`config.mk`:
```
export PLATFORM = sky130hd
export DESIGN_NAME = desAccel
export DESIGN_NICKNAME = d
export VERILOG_FILES = /design/src/rtl/desPkg.sv /design/src/rtl/desAccel.sv /design/src/rtl/desBlockState.sv /design/src/rtl/desHostRegs.sv /design/src/rtl/desKeySchedule.sv /design/src/rtl/desRoundFunction.sv
export VERILOG_INCLUDE_DIRS = /design/src /design/src/rtl
export SDC_FILE = /design/constraint.sdc
export NUM_CORES = 1
export LEC_CHECK = 0
export ABC_CLOCK_PERIOD_IN_PS = 8200
export BUFFER_PORTS_ARGS = -buffer_cell sky130_fd_sc_hd__buf_2
export CAP_MARGIN = 5
export CORE_MARGIN = 4
export CORE_UTILIZATION = 50
export CTS_CLUSTER_DIAMETER = 80
export CTS_CLUSTER_SIZE = 10
export DETAILED_ROUTE_END_ITERATION = 6
export GPL_TIMING_DRIVEN = 0
export PLACE_DENSITY_LB_ADDON = 0.15
export SLEW_MARGIN = 20
export SYNTH_ARGS = -nofsm -noshare
export SYNTH_HDL_FRONTEND = slang
export SYNTH_SLANG_ARGS = --single-unit
```
`constraint.sdc`:
```
create_clock -name Clk -period 8.2 [get_ports Clk]
set_input_delay 0 -clock Clk [delete_from_list [all_inputs] [get_ports Clk]]
set_output_delay 0 -clock Clk [all_outputs]
set_load 0.03 [all_outputs]
```
`src/rtl/desAccel_cfg.svh`:
```
// Width, register slot and round count macros for the DES accelerator.
`ifndef DES_ACCEL_CFG_SVH
`define DES_ACCEL_CFG_SVH

// Bus and register select widths.
`define DES_BUS_WIDTH 32
`define DES_ADDR_WIDTH 2

// A data block and the key are both 64 bits wide.
`define DES_BLOCK_WIDTH 64

`define DES_ROUNDS 16

// Register slots, selected by the low two address bits.
`define DES_REG_DATA 0
`define DES_REG_KEY 1
`define DES_REG_START 2
`define DES_REG_STATUS 3

`endif

```
`src/rtl/desPkg.sv`:
```
// Vector types and the round control struct shared by the DES accelerator.
`include "desAccel_cfg.svh"

package desPkg;

	typedef logic [`DES_BUS_WIDTH-1:0] busWordT;
	typedef logic [`DES_ADDR_WIDTH-1:0] regAddrT;

	// A data block or a key.
	typedef logic [`DES_BLOCK_WIDTH-1:0] blockT;

	// One Feistel half.
	typedef logic [`DES_BLOCK_WIDTH/2-1:0] halfBlockT;

	// Round subkey after PC-2, and one C or D half after PC-1.
	typedef logic [47:0] subkeyT;
	typedef logic [27:0] keyHalfT;

	typedef logic [$clog2(`DES_ROUNDS)-1:0] roundIdxT;

	// Tells the key schedule that round roundIdx is being computed.
	typedef struct packed
	{
		logic advance;
		roundIdxT roundIdx;
	} roundCtrlT;

endpackage

```
`src/rtl/desAccel.sv`:
```
// Top level of the DES accelerator: register file, key schedule, block state, round function.
`timescale 1ns/1ps
`include "desAccel_cfg.svh"

module desAccel
	import desPkg::*;
(
	input logic Clk,
	input logic rstN,
	input logic RD,
	input logic WR,
	input regAddrT Addr,
	input busWordT DataIn,
	output busWordT DataOut
);

	logic start;
	logic ready;
	logic done;
	blockT key;
	blockT plainText;
	blockT result;
	roundCtrlT roundCtrl;
	halfBlockT rightHalf;
	halfBlockT fOut;
	subkeyT subkey;

	desHostRegs hostRegs (
		.Clk(Clk),
		.rstN(rstN),
		.RD(RD),
		.WR(WR),
		.Addr(Addr),
		.DataIn(DataIn),
		.DataOut(DataOut),
		.ready(ready),
		.done(done),
		.result(result),
		.start(start),
		.key(key),
		.plainText(plainText)
	);

	// The key schedule and the block state step in lockstep off the same start.
	desKeySchedule keySchedule (
		.Clk(Clk),
		.rstN(rstN),
		.start(start),
		.key(key),
		.roundCtrl(roundCtrl),
		.subkey(subkey)
	);

	desBlockState blockState (
		.Clk(Clk),
		.rstN(rstN),
		.start(start),
		.plainText(plainText),
		.fOut(fOut),
		.rightHalf(rightHalf),
		.roundCtrl(roundCtrl),
		.ready(ready),
		.done(done),
		.result(result)
	);

	desRoundFunction roundFunction (
		.rightHalf(rightHalf),
		.subkey(subkey),
		.fOut(fOut)
	);

endmodule

```
`src/rtl/desBlockState.sv`:
```
// DES block state: round counter, L and R registers, IP and FP, ready and done.
`timescale 1ns/1ps
`include "desAccel_cfg.svh"

module desBlockState
	import desPkg::*;
(
	input logic Clk,
	input logic rstN,
	input logic start,
	input blockT plainText,
	input halfBlockT fOut,
	output halfBlockT rightHalf,
	output roundCtrlT roundCtrl,
	output logic ready,
	output logic done,
	output blockT result
);

	localparam int ipTable [64] = '{
		58, 50, 42, 34, 26, 18, 10, 2, 60, 52, 44, 36, 28, 20, 12, 4,
		62, 54, 46, 38, 30, 22, 14, 6, 64, 56, 48, 40, 32, 24, 16, 8,
		57, 49, 41, 33, 25, 17, 9, 1, 59, 51, 43, 35, 27, 19, 11, 3,
		61, 53, 45, 37, 29, 21, 13, 5, 63, 55, 47, 39, 31, 23, 15, 7};

	// Inverse of the initial permutation.
	localparam int fpTable [64] = '{
		40, 8, 48, 16, 56, 24, 64, 32, 39, 7, 47, 15, 55, 23, 63, 31,
		38, 6, 46, 14, 54, 22, 62, 30, 37, 5, 45, 13, 53, 21, 61, 29,
		36, 4, 44, 12, 52, 20, 60, 28, 35, 3, 43, 11, 51, 19, 59, 27,
		34, 2, 42, 10, 50, 18, 58, 26, 33, 1, 41, 9, 49, 17, 57, 25};

	localparam roundIdxT lastRound = roundIdxT'(`DES_ROUNDS-1);

	halfBlockT lHalf;
	halfBlockT rHalf;
	blockT ipOut;
	roundIdxT roundIdx;
	logic busy;

	function automatic blockT permute64(input blockT x, input int tab [64]);
		blockT y;
		for (int i = 0; i < 64; i++)
		begin
			y[63-i] = x[64-tab[i]];
		end
		return y;
	endfunction

	assign ipOut = permute64(plainText, ipTable);

	always_ff @(posedge Clk or negedge rstN)
	begin
		if (!rstN)
		begin
			busy <= 1'b0;
			done <= 1'b0;
			roundIdx <= '0;
			lHalf <= '0;
			rHalf <= '0;
		end
		else if (start)
		begin
			// A start also aborts a run in flight.
			busy <= 1'b1;
			done <= 1'b0;
			roundIdx <= '0;
			lHalf <= ipOut[63:32];
			rHalf <= ipOut[31:0];
		end
		else
		begin
			done <= busy && (roundIdx == lastRound);
			if (busy)
			begin
				lHalf <= rHalf;
				rHalf <= lHalf ^ fOut;
				roundIdx <= roundIdx + roundIdxT'(1);
				if (roundIdx == lastRound)
				begin
					busy <= 1'b0;
				end
			end
		end
	end

	assign ready = ~busy;
	assign rightHalf = rHalf;
	assign roundCtrl.advance = busy;
	assign roundCtrl.roundIdx = roundIdx;

	// The last round leaves the halves unswapped, so FP takes R before L.
	assign result = permute64({rHalf, lHalf}, fpTable);

endmodule

```
`src/rtl/desHostRegs.sv`:
```
// Bus register file of the DES accelerator: data and key shifting, start strobe, read mux.
`timescale 1ns/1ps
`include "desAccel_cfg.svh"

module desHostRegs
	import desPkg::*;
(
	input logic Clk,
	input logic rstN,
	input logic RD,
	input logic WR,
	input regAddrT Addr,
	input busWordT DataIn,
	output busWordT DataOut,
	input logic ready,
	input logic done,
	input blockT result,
	output logic start,
	output blockT key,
	output blockT plainText
);

	logic dataSel;
	logic keySel;
	logic statusSel;
	blockT dataReg;
	blockT keyReg;

	assign dataSel = (Addr == regAddrT'(`DES_REG_DATA));
	assign keySel = (Addr == regAddrT'(`DES_REG_KEY));
	assign statusSel = (Addr == regAddrT'(`DES_REG_STATUS));

	// START is a pure strobe and holds no state.
	assign start = WR && (Addr == regAddrT'(`DES_REG_START));

	assign key = keyReg;
	assign plainText = dataReg;

	// Key words enter at the top and push the older word down.
	always_ff @(posedge Clk or negedge rstN)
	begin
		if (!rstN)
		begin
			keyReg <= '0;
		end
		else if (WR && keySel)
		begin
			keyReg <= {DataIn, keyReg[`DES_BLOCK_WIDTH-1:`DES_BUS_WIDTH]};
		end
	end

	// Bus access to DATA takes priority over the result copy.
	// A read moves the upper word down so that two reads return the whole block.
	always_ff @(posedge Clk or negedge rstN)
	begin
		if (!rstN)
		begin
			dataReg <= '0;
		end
		else if (WR && dataSel)
		begin
			dataReg <= {DataIn, dataReg[`DES_BLOCK_WIDTH-1:`DES_BUS_WIDTH]};
		end
		else if (RD && dataSel)
		begin
			dataReg[`DES_BUS_WIDTH-1:0] <= dataReg[`DES_BLOCK_WIDTH-1:`DES_BUS_WIDTH];
		end
		else if (done)
		begin
			dataReg <= result;
		end
	end

	// Unselected slots and idle cycles read as zero.
	always_comb
	begin
		DataOut = '0;
		if (RD && dataSel)
		begin
			DataOut = dataReg[`DES_BUS_WIDTH-1:0];
		end
		else if (RD && statusSel)
		begin
			DataOut = busWordT'(ready);
		end
	end

endmodule

```
`src/rtl/desKeySchedule.sv`:
```
// DES key schedule: PC-1 load, per-round rotation of C and D, PC-2 subkey selection.
`timescale 1ns/1ps
`include "desAccel_cfg.svh"

module desKeySchedule
	import desPkg::*;
(
	input logic Clk,
	input logic rstN,
	input logic start,
	input blockT key,
	input roundCtrlT roundCtrl,
	output subkeyT subkey
);

	// Tables use the standard numbering, where bit 1 is the leftmost bit.
	localparam int pc1Table [56] = '{
		57, 49, 41, 33, 25, 17, 9, 1, 58, 50, 42, 34, 26, 18,
		10, 2, 59, 51, 43, 35, 27, 19, 11, 3, 60, 52, 44, 36,
		63, 55, 47, 39, 31, 23, 15, 7, 62, 54, 46, 38, 30, 22,
		14, 6, 61, 53, 45, 37, 29, 21, 13, 5, 28, 20, 12, 4};

	localparam int pc2Table [48] = '{
		14, 17, 11, 24, 1, 5, 3, 28, 15, 6, 21, 10,
		23, 19, 12, 4, 26, 8, 16, 7, 27, 20, 13, 2,
		41, 52, 31, 37, 47, 55, 30, 40, 51, 45, 33, 48,
		44, 49, 39, 56, 34, 53, 46, 42, 50, 36, 29, 32};

	// A set bit means the halves rotate by two in that round, else by one.
	localparam logic [`DES_ROUNDS-1:0] doubleShift = 16'h7EFC;

	keyHalfT cHalf;
	keyHalfT dHalf;
	logic [55:0] pc1Out;
	logic [55:0] cdHalves;
	roundIdxT nextIdx;

	function automatic keyHalfT rotateLeft(input keyHalfT x, input logic byTwo);
		keyHalfT y;
		if (byTwo)
		begin
			y = {x[25:0], x[27:26]};
		end
		else
		begin
			y = {x[26:0], x[27]};
		end
		return y;
	endfunction

	always_comb
	begin
		for (int i = 0; i < 56; i++)
		begin
			pc1Out[55-i] = key[64-pc1Table[i]];
		end
	end

	assign cdHalves = {cHalf, dHalf};

	// The subkey follows the halves, so it is valid for the whole round.
	always_comb
	begin
		for (int i = 0; i < 48; i++)
		begin
			subkey[47-i] = cdHalves[56-pc2Table[i]];
		end
	end

	assign nextIdx = roundCtrl.roundIdx + roundIdxT'(1);

	// The start edge already applies the round-0 rotation.
	always_ff @(posedge Clk or negedge rstN)
	begin
		if (!rstN)
		begin
			cHalf <= '0;
			dHalf <= '0;
		end
		else if (start)
		begin
			cHalf <= rotateLeft(pc1Out[55:28], doubleShift[0]);
			dHalf <= rotateLeft(pc1Out[27:0], doubleShift[0]);
		end
		else if (roundCtrl.advance && roundCtrl.roundIdx != roundIdxT'(`DES_ROUNDS-1))
		begin
			cHalf <= rotateLeft(cHalf, doubleShift[nextIdx]);
			dHalf <= rotateLeft(dHalf, doubleShift[nextIdx]);
		end
	end

endmodule

```
`src/rtl/desRoundFunction.sv`:
```
// DES round function: expansion, subkey mixing, the eight S-boxes and the P permutation.
`timescale 1ns/1ps
`include "desAccel_cfg.svh"

module desRoundFunction
	import desPkg::*;
(
	input halfBlockT rightHalf,
	input subkeyT subkey,
	output halfBlockT fOut
);

	localparam int halfWidth = `DES_BLOCK_WIDTH / 2;

	localparam int eTable [48] = '{
		32, 1, 2, 3, 4, 5, 4, 5, 6, 7, 8, 9,
		8, 9, 10, 11, 12, 13, 12, 13, 14, 15, 16, 17,
		16, 17, 18, 19, 20, 21, 20, 21, 22, 23, 24, 25,
		24, 25, 26, 27, 28, 29, 28, 29, 30, 31, 32, 1};

	localparam int pTable [32] = '{
		16, 7, 20, 21, 29, 12, 28, 17, 1, 15, 23, 26, 5, 18, 31, 10,
		2, 8, 24, 14, 32, 27, 3, 9, 19, 13, 30, 6, 22, 11, 4, 25};

	// Each box holds four rows of sixteen nibbles, row 0 column 0 in the top nibble.
	localparam logic [255:0] sBoxTable [8] = '{
		{64'hE4D12FB83A6C5907, 64'h0F74E2D1A6CB9538,
			64'h41E8D62BFC973A50, 64'hFC8249175B3EA06D},
		{64'hF18E6B34972DC05A, 64'h3D47F28EC01A69B5,
			64'h0E7BA4D158C6932F, 64'hD8A13F42B67C05E9},
		{64'hA09E63F51DC7B428, 64'hD709346A285ECBF1,
			64'hD6498F30B12C5AE7, 64'h1AD069874FE3B52C},
		{64'h7DE3069A1285BC4F, 64'hD8B56F03472C1AE9,
			64'hA690CB7DF13E5284, 64'h3F06A1D8945BC72E},
		{64'h2C417AB6853FD0E9, 64'hEB2C47D150FA3986,
			64'h421BAD78F9C5630E, 64'hB8C71E2D6F09A453},
		{64'hC1AF92680D34E75B, 64'hAF427C9561DE0B38,
			64'h9EF528C3704A1DB6, 64'h432C95FABE17608D},
		{64'h4B2EF08D3C975A61, 64'hD0B7491AE35C2F86,
			64'h14BDC37EAF680592, 64'h6BD814A7950FE23C},
		{64'hD2846FB1A93E50C7, 64'h1FD8A374C56B0E92,
			64'h7B419CE206ADF358, 64'h21E74A8DFC90356B}};

	logic [47:0] expanded;
	logic [47:0] mixed;
	halfBlockT sOut;

	always_comb
	begin
		for (int i = 0; i < 48; i++)
		begin
			expanded[47-i] = rightHalf[halfWidth-eTable[i]];
		end
	end

	assign mixed = expanded ^ subkey;

	// The outer two bits of a group pick the row, the inner four the column.
	always_comb
	begin
		logic [5:0] group;
		int entry;
		for (int b = 0; b < 8; b++)
		begin
			group = mixed[47-6*b -: 6];
			entry = {group[5], group[0], group[4:1]};
			sOut[31-4*b -: 4] = sBoxTable[b][255-4*entry -: 4];
		end
	end

	always_comb
	begin
		for (int i = 0; i < 32; i++)
		begin
			fOut[31-i] = sOut[halfWidth-pTable[i]];
		end
	end

endmodule

```
==> results.tsv <==
stage	metric	value	unit
worst_setup_path	crit_path_end_kind	flop	
yosys	ys_ff_latch	246	
timing	finalMaxSlewViolations	0	
grt	grt_pass1_vias	14700	
timing	worst_slew_pin_slew	1.19	ns
worst_setup_path	path_max_fanout	13	
layout	num-fill-cells	3040	
clock_network	hold_buffers	33	
clock_network	cts_made_buffers	28	
outcome	outcome	finished, violations left	
flow_run	drv_cap	0	
place	port_buffers	69	
timing	min_period	4.19	ns
routing	first_pass_iters	5	
die	io_pins	70	
outcome	violations	hold timing	
grt	grt_overflow	0	
clock_network	htree_num_levels	1	
die	start_util	0.509	
yosys	synth_seq_area_share	0.359	
yosys	synth_edf_count	0	
routing	vias	15600	
layout	layout_common_cells	dfrtp_1 (246), nand2_1 (234), o21ai_0 (200)	
grt	antenna_found_initial	0	
timing	fin_tns_setup	0	ns
routing	ant_nets	0	
die	fp.dieH	193	um
place	gp_congestion	0.922	
timing	setup_violations	0	
clock_network	tritoncts	done	
die	core_area	33700	sq um
layout	fin_nets	2125	
worst_setup_path	critPathLaunchType	flop	
timing	clock_skew	0.0447	ns
routing	wl_met2	25300	um
clock_network	postCtsSetupBuffers	0	
routing	drtIter0Drc	1910	
yosys	netlist_area	17200	sq um
layout	register_area	6160	sq um
routing	wl_met3	6660	um
clock_network	clkSinkCount	246	
layout	drive_gt1_frac	0.114	
timing	fin_hold_ws	-0.00488	ns
grt	grt_max_degree	90	
yosys	syn_nets	1991	
die	row_count	67	
yosys	yosysUniqueCellTypes	67	
die	die_w	193	um
layout	multi_input_area	10200	sq um
yosys	postSynthAreaPerCell	9.07	sq um
timing	slew_headroom	0.204	
grt	grt_pass1_wl	89700	um
place	dp_hpwl	42500	um
timing	finalCritPeriodShare	0.511	
die	die_area	37300	sq um
routing	route.detailed.drc	0	
clock_network	clk_pin_slew	0.06	ns
routing	wl_per_cell	23.6	um
worst_setup_path	required	8.66	ns
timing	timing.fmax	239	MHz
hold_path	hp-class	in2async	
clock_network	cts-resized-gates	0	
worst_setup_path	worstPathArrival	4.65	ns
routing	highest_layer	met4	
worst_setup_path	worstSetupPathType	reg2reg	
routing	avgViaCountPerCell	6.33	
layout	n_antenna_cell	0	
layout	final_common_cell	dfrtp_1	
clock_network	cts-root-buf	clkbuf_16	
yosys	yosysWarnings	0	
yosys	synthArstFlopShare	1.00	
timing	grt_setup_unrepaired	no	
clock_network	clockBufferDepth	3	
yosys	netlist_instances	1890	
timing	finalHoldViolations	5	
routing	met1_length	24700	um
layout	syn2layout_area_growth	12.0	%
clock_network	clock_latency	0.58	ns
grt	grt_usage	0.301	
yosys	synth_ff_type	dfrtp_1	
routing	wl	58200	um
[worst paths after layout]
kind                                            from                  endpoint  slack, ns  depth (start not counted)
worst min-delay path                            rstN     keySchedule.dHalf[17]     -0.005                          2
worst max-delay path            keySchedule.dHalf[9]  blockState.rightHalf[24]       4.01                          9
min in group Clk                                  WR     hostRegs.plainText[0]       0.04                          4
max in group asynchronous                       rstN  blockState.rightHalf[15]       7.23                          3
worst max register to register  keySchedule.dHalf[9]  blockState.rightHalf[24]       4.01                          9
worst min register to register      hostRegs.key[14]          hostRegs.key[14]       0.51                          1
[cell families (layout without fill, tap and decap cells)]
group | count (synthesis) | count (layout) | synth area share
AOI/OAI and AO/OA | 468 | 468 | 0.164
xor gates and xnor gates | 125 | 125 | 0.0682
adders and majority gates | 63 | 63 | 0.0460
buffers and inverters | 175 | 309 | 0.0446
DFF | 246 | 246 | 0.359
muxes | 272 | 272 | 0.179
and+or+nand+nor | 541 | 541 | 0.139
[sequential cells by signal, indices dropped and copies added (netlist names)]
name	cells
hostRegs.plainText	64
hostRegs.key	56
blockState.lHalf	32
blockState.rightHalf	32
keySchedule.cHalf	28
keySchedule.dHalf	28
blockState.roundIdx	4
blockState.busy	1
blockState.done	1
[final cells by class]
cell class	instances	share of cell area
inverter	35	0.00697
clock buffer	28	0.0365
buffer	140	0.0329
clock inverter	2	0.00313
timing repair buffer	104	0.0386
multi-input combinational	1469	0.532
tap	448	0.0292
sequential	246	0.320
[critical path: stages (launching register included)]
cell and delay [ns]:
dfrtp_1 0.51, xor2_1 0.86, ha_1 0.39, clkbuf_1 0.24
mux4_2 0.50, nand3_1 0.09, o21ai_0 0.10, a211oi_1 0.88
mux2i_1 0.19, a211o_1 0.30
[cell usage after synthesis, types with 3 or more instances]
cell,number,area share
a311oi_1,8,0.0041
o211ai_1,16,0.0070
o2111ai_1,8,0.0041
clkbuf_8,7,0.0056
mux4_2,19,0.025
a211oi_1,29,0.013
a211o_1,7,0.0036
nand2b_1,3,0.0011
a2111oi_0,13,0.0066
nand4_1,3,0.0011
clkbuf_1,96,0.021
or3_1,23,0.0084
xor2_2,3,0.0028
mux2_2,67,0.044
xnor2_1,69,0.035
nand2_1,234,0.051
and2_1,6,0.0022
a31oi_1,13,0.0047
o311ai_0,5,0.0026
o22a_1,4,0.0020
o221ai_1,7,0.0036
nor2_1,122,0.027
a21oi_1,116,0.034
nor4_1,9,0.0033
o21ai_0,200,0.058
nor3_1,34,0.0099
mux2i_1,184,0.11
o32ai_1,3,0.0015
o31ai_1,4,0.0018
buf_1,13,0.0028
and3_1,47,0.017
nand3_1,55,0.016
a221oi_1,3,0.0015
dfrtp_1,246,0.36
inv_1,33,0.0072
ha_1,63,0.046
o22ai_1,6,0.0022
xor2_1,49,0.025
a21o_1,3,0.0013
a222oi_1,3,0.0018
buf_2,23,0.0067
[per-stage QoR]
| stage | cell area, sq um | hold WS [ns] | instances | utilization | setup slack [ns] |
|---|---|---|---|---|---|
| floorplan | 17200 | -0.296 | 1890 | - | 5.33 |
| global placement | 18100 | 0.269 | 2407 | 0.536 | 2.66 |
| detailed placement | 18100 | 0.0351 | 2409 | 0.538 | 4.19 |
| CTS | 19200 | 0.0124 | 2472 | 0.570 | 4.19 |
| global route | 19200 | 0.0590 | 2472 | 0.570 | 3.87 |
| finish | 19200 | -0.00488 | 2472 | 0.570 | 4.01 |
[layer usage]
| layer | up-vias | GRT usage |
|---|---|---|
| li1 | 7043 | - |
| met1 | 7659 | 0.435 |
| met2 | 831 | 0.446 |
| met3 | 110 | 0.0871 |
| met4 | 0 | 0.0797 |
| met5 | - | 0 |
Power is left out: the tool's default activity adds up to more than one toggle a clock period on the data nets, which glitch-free logic cannot reach.
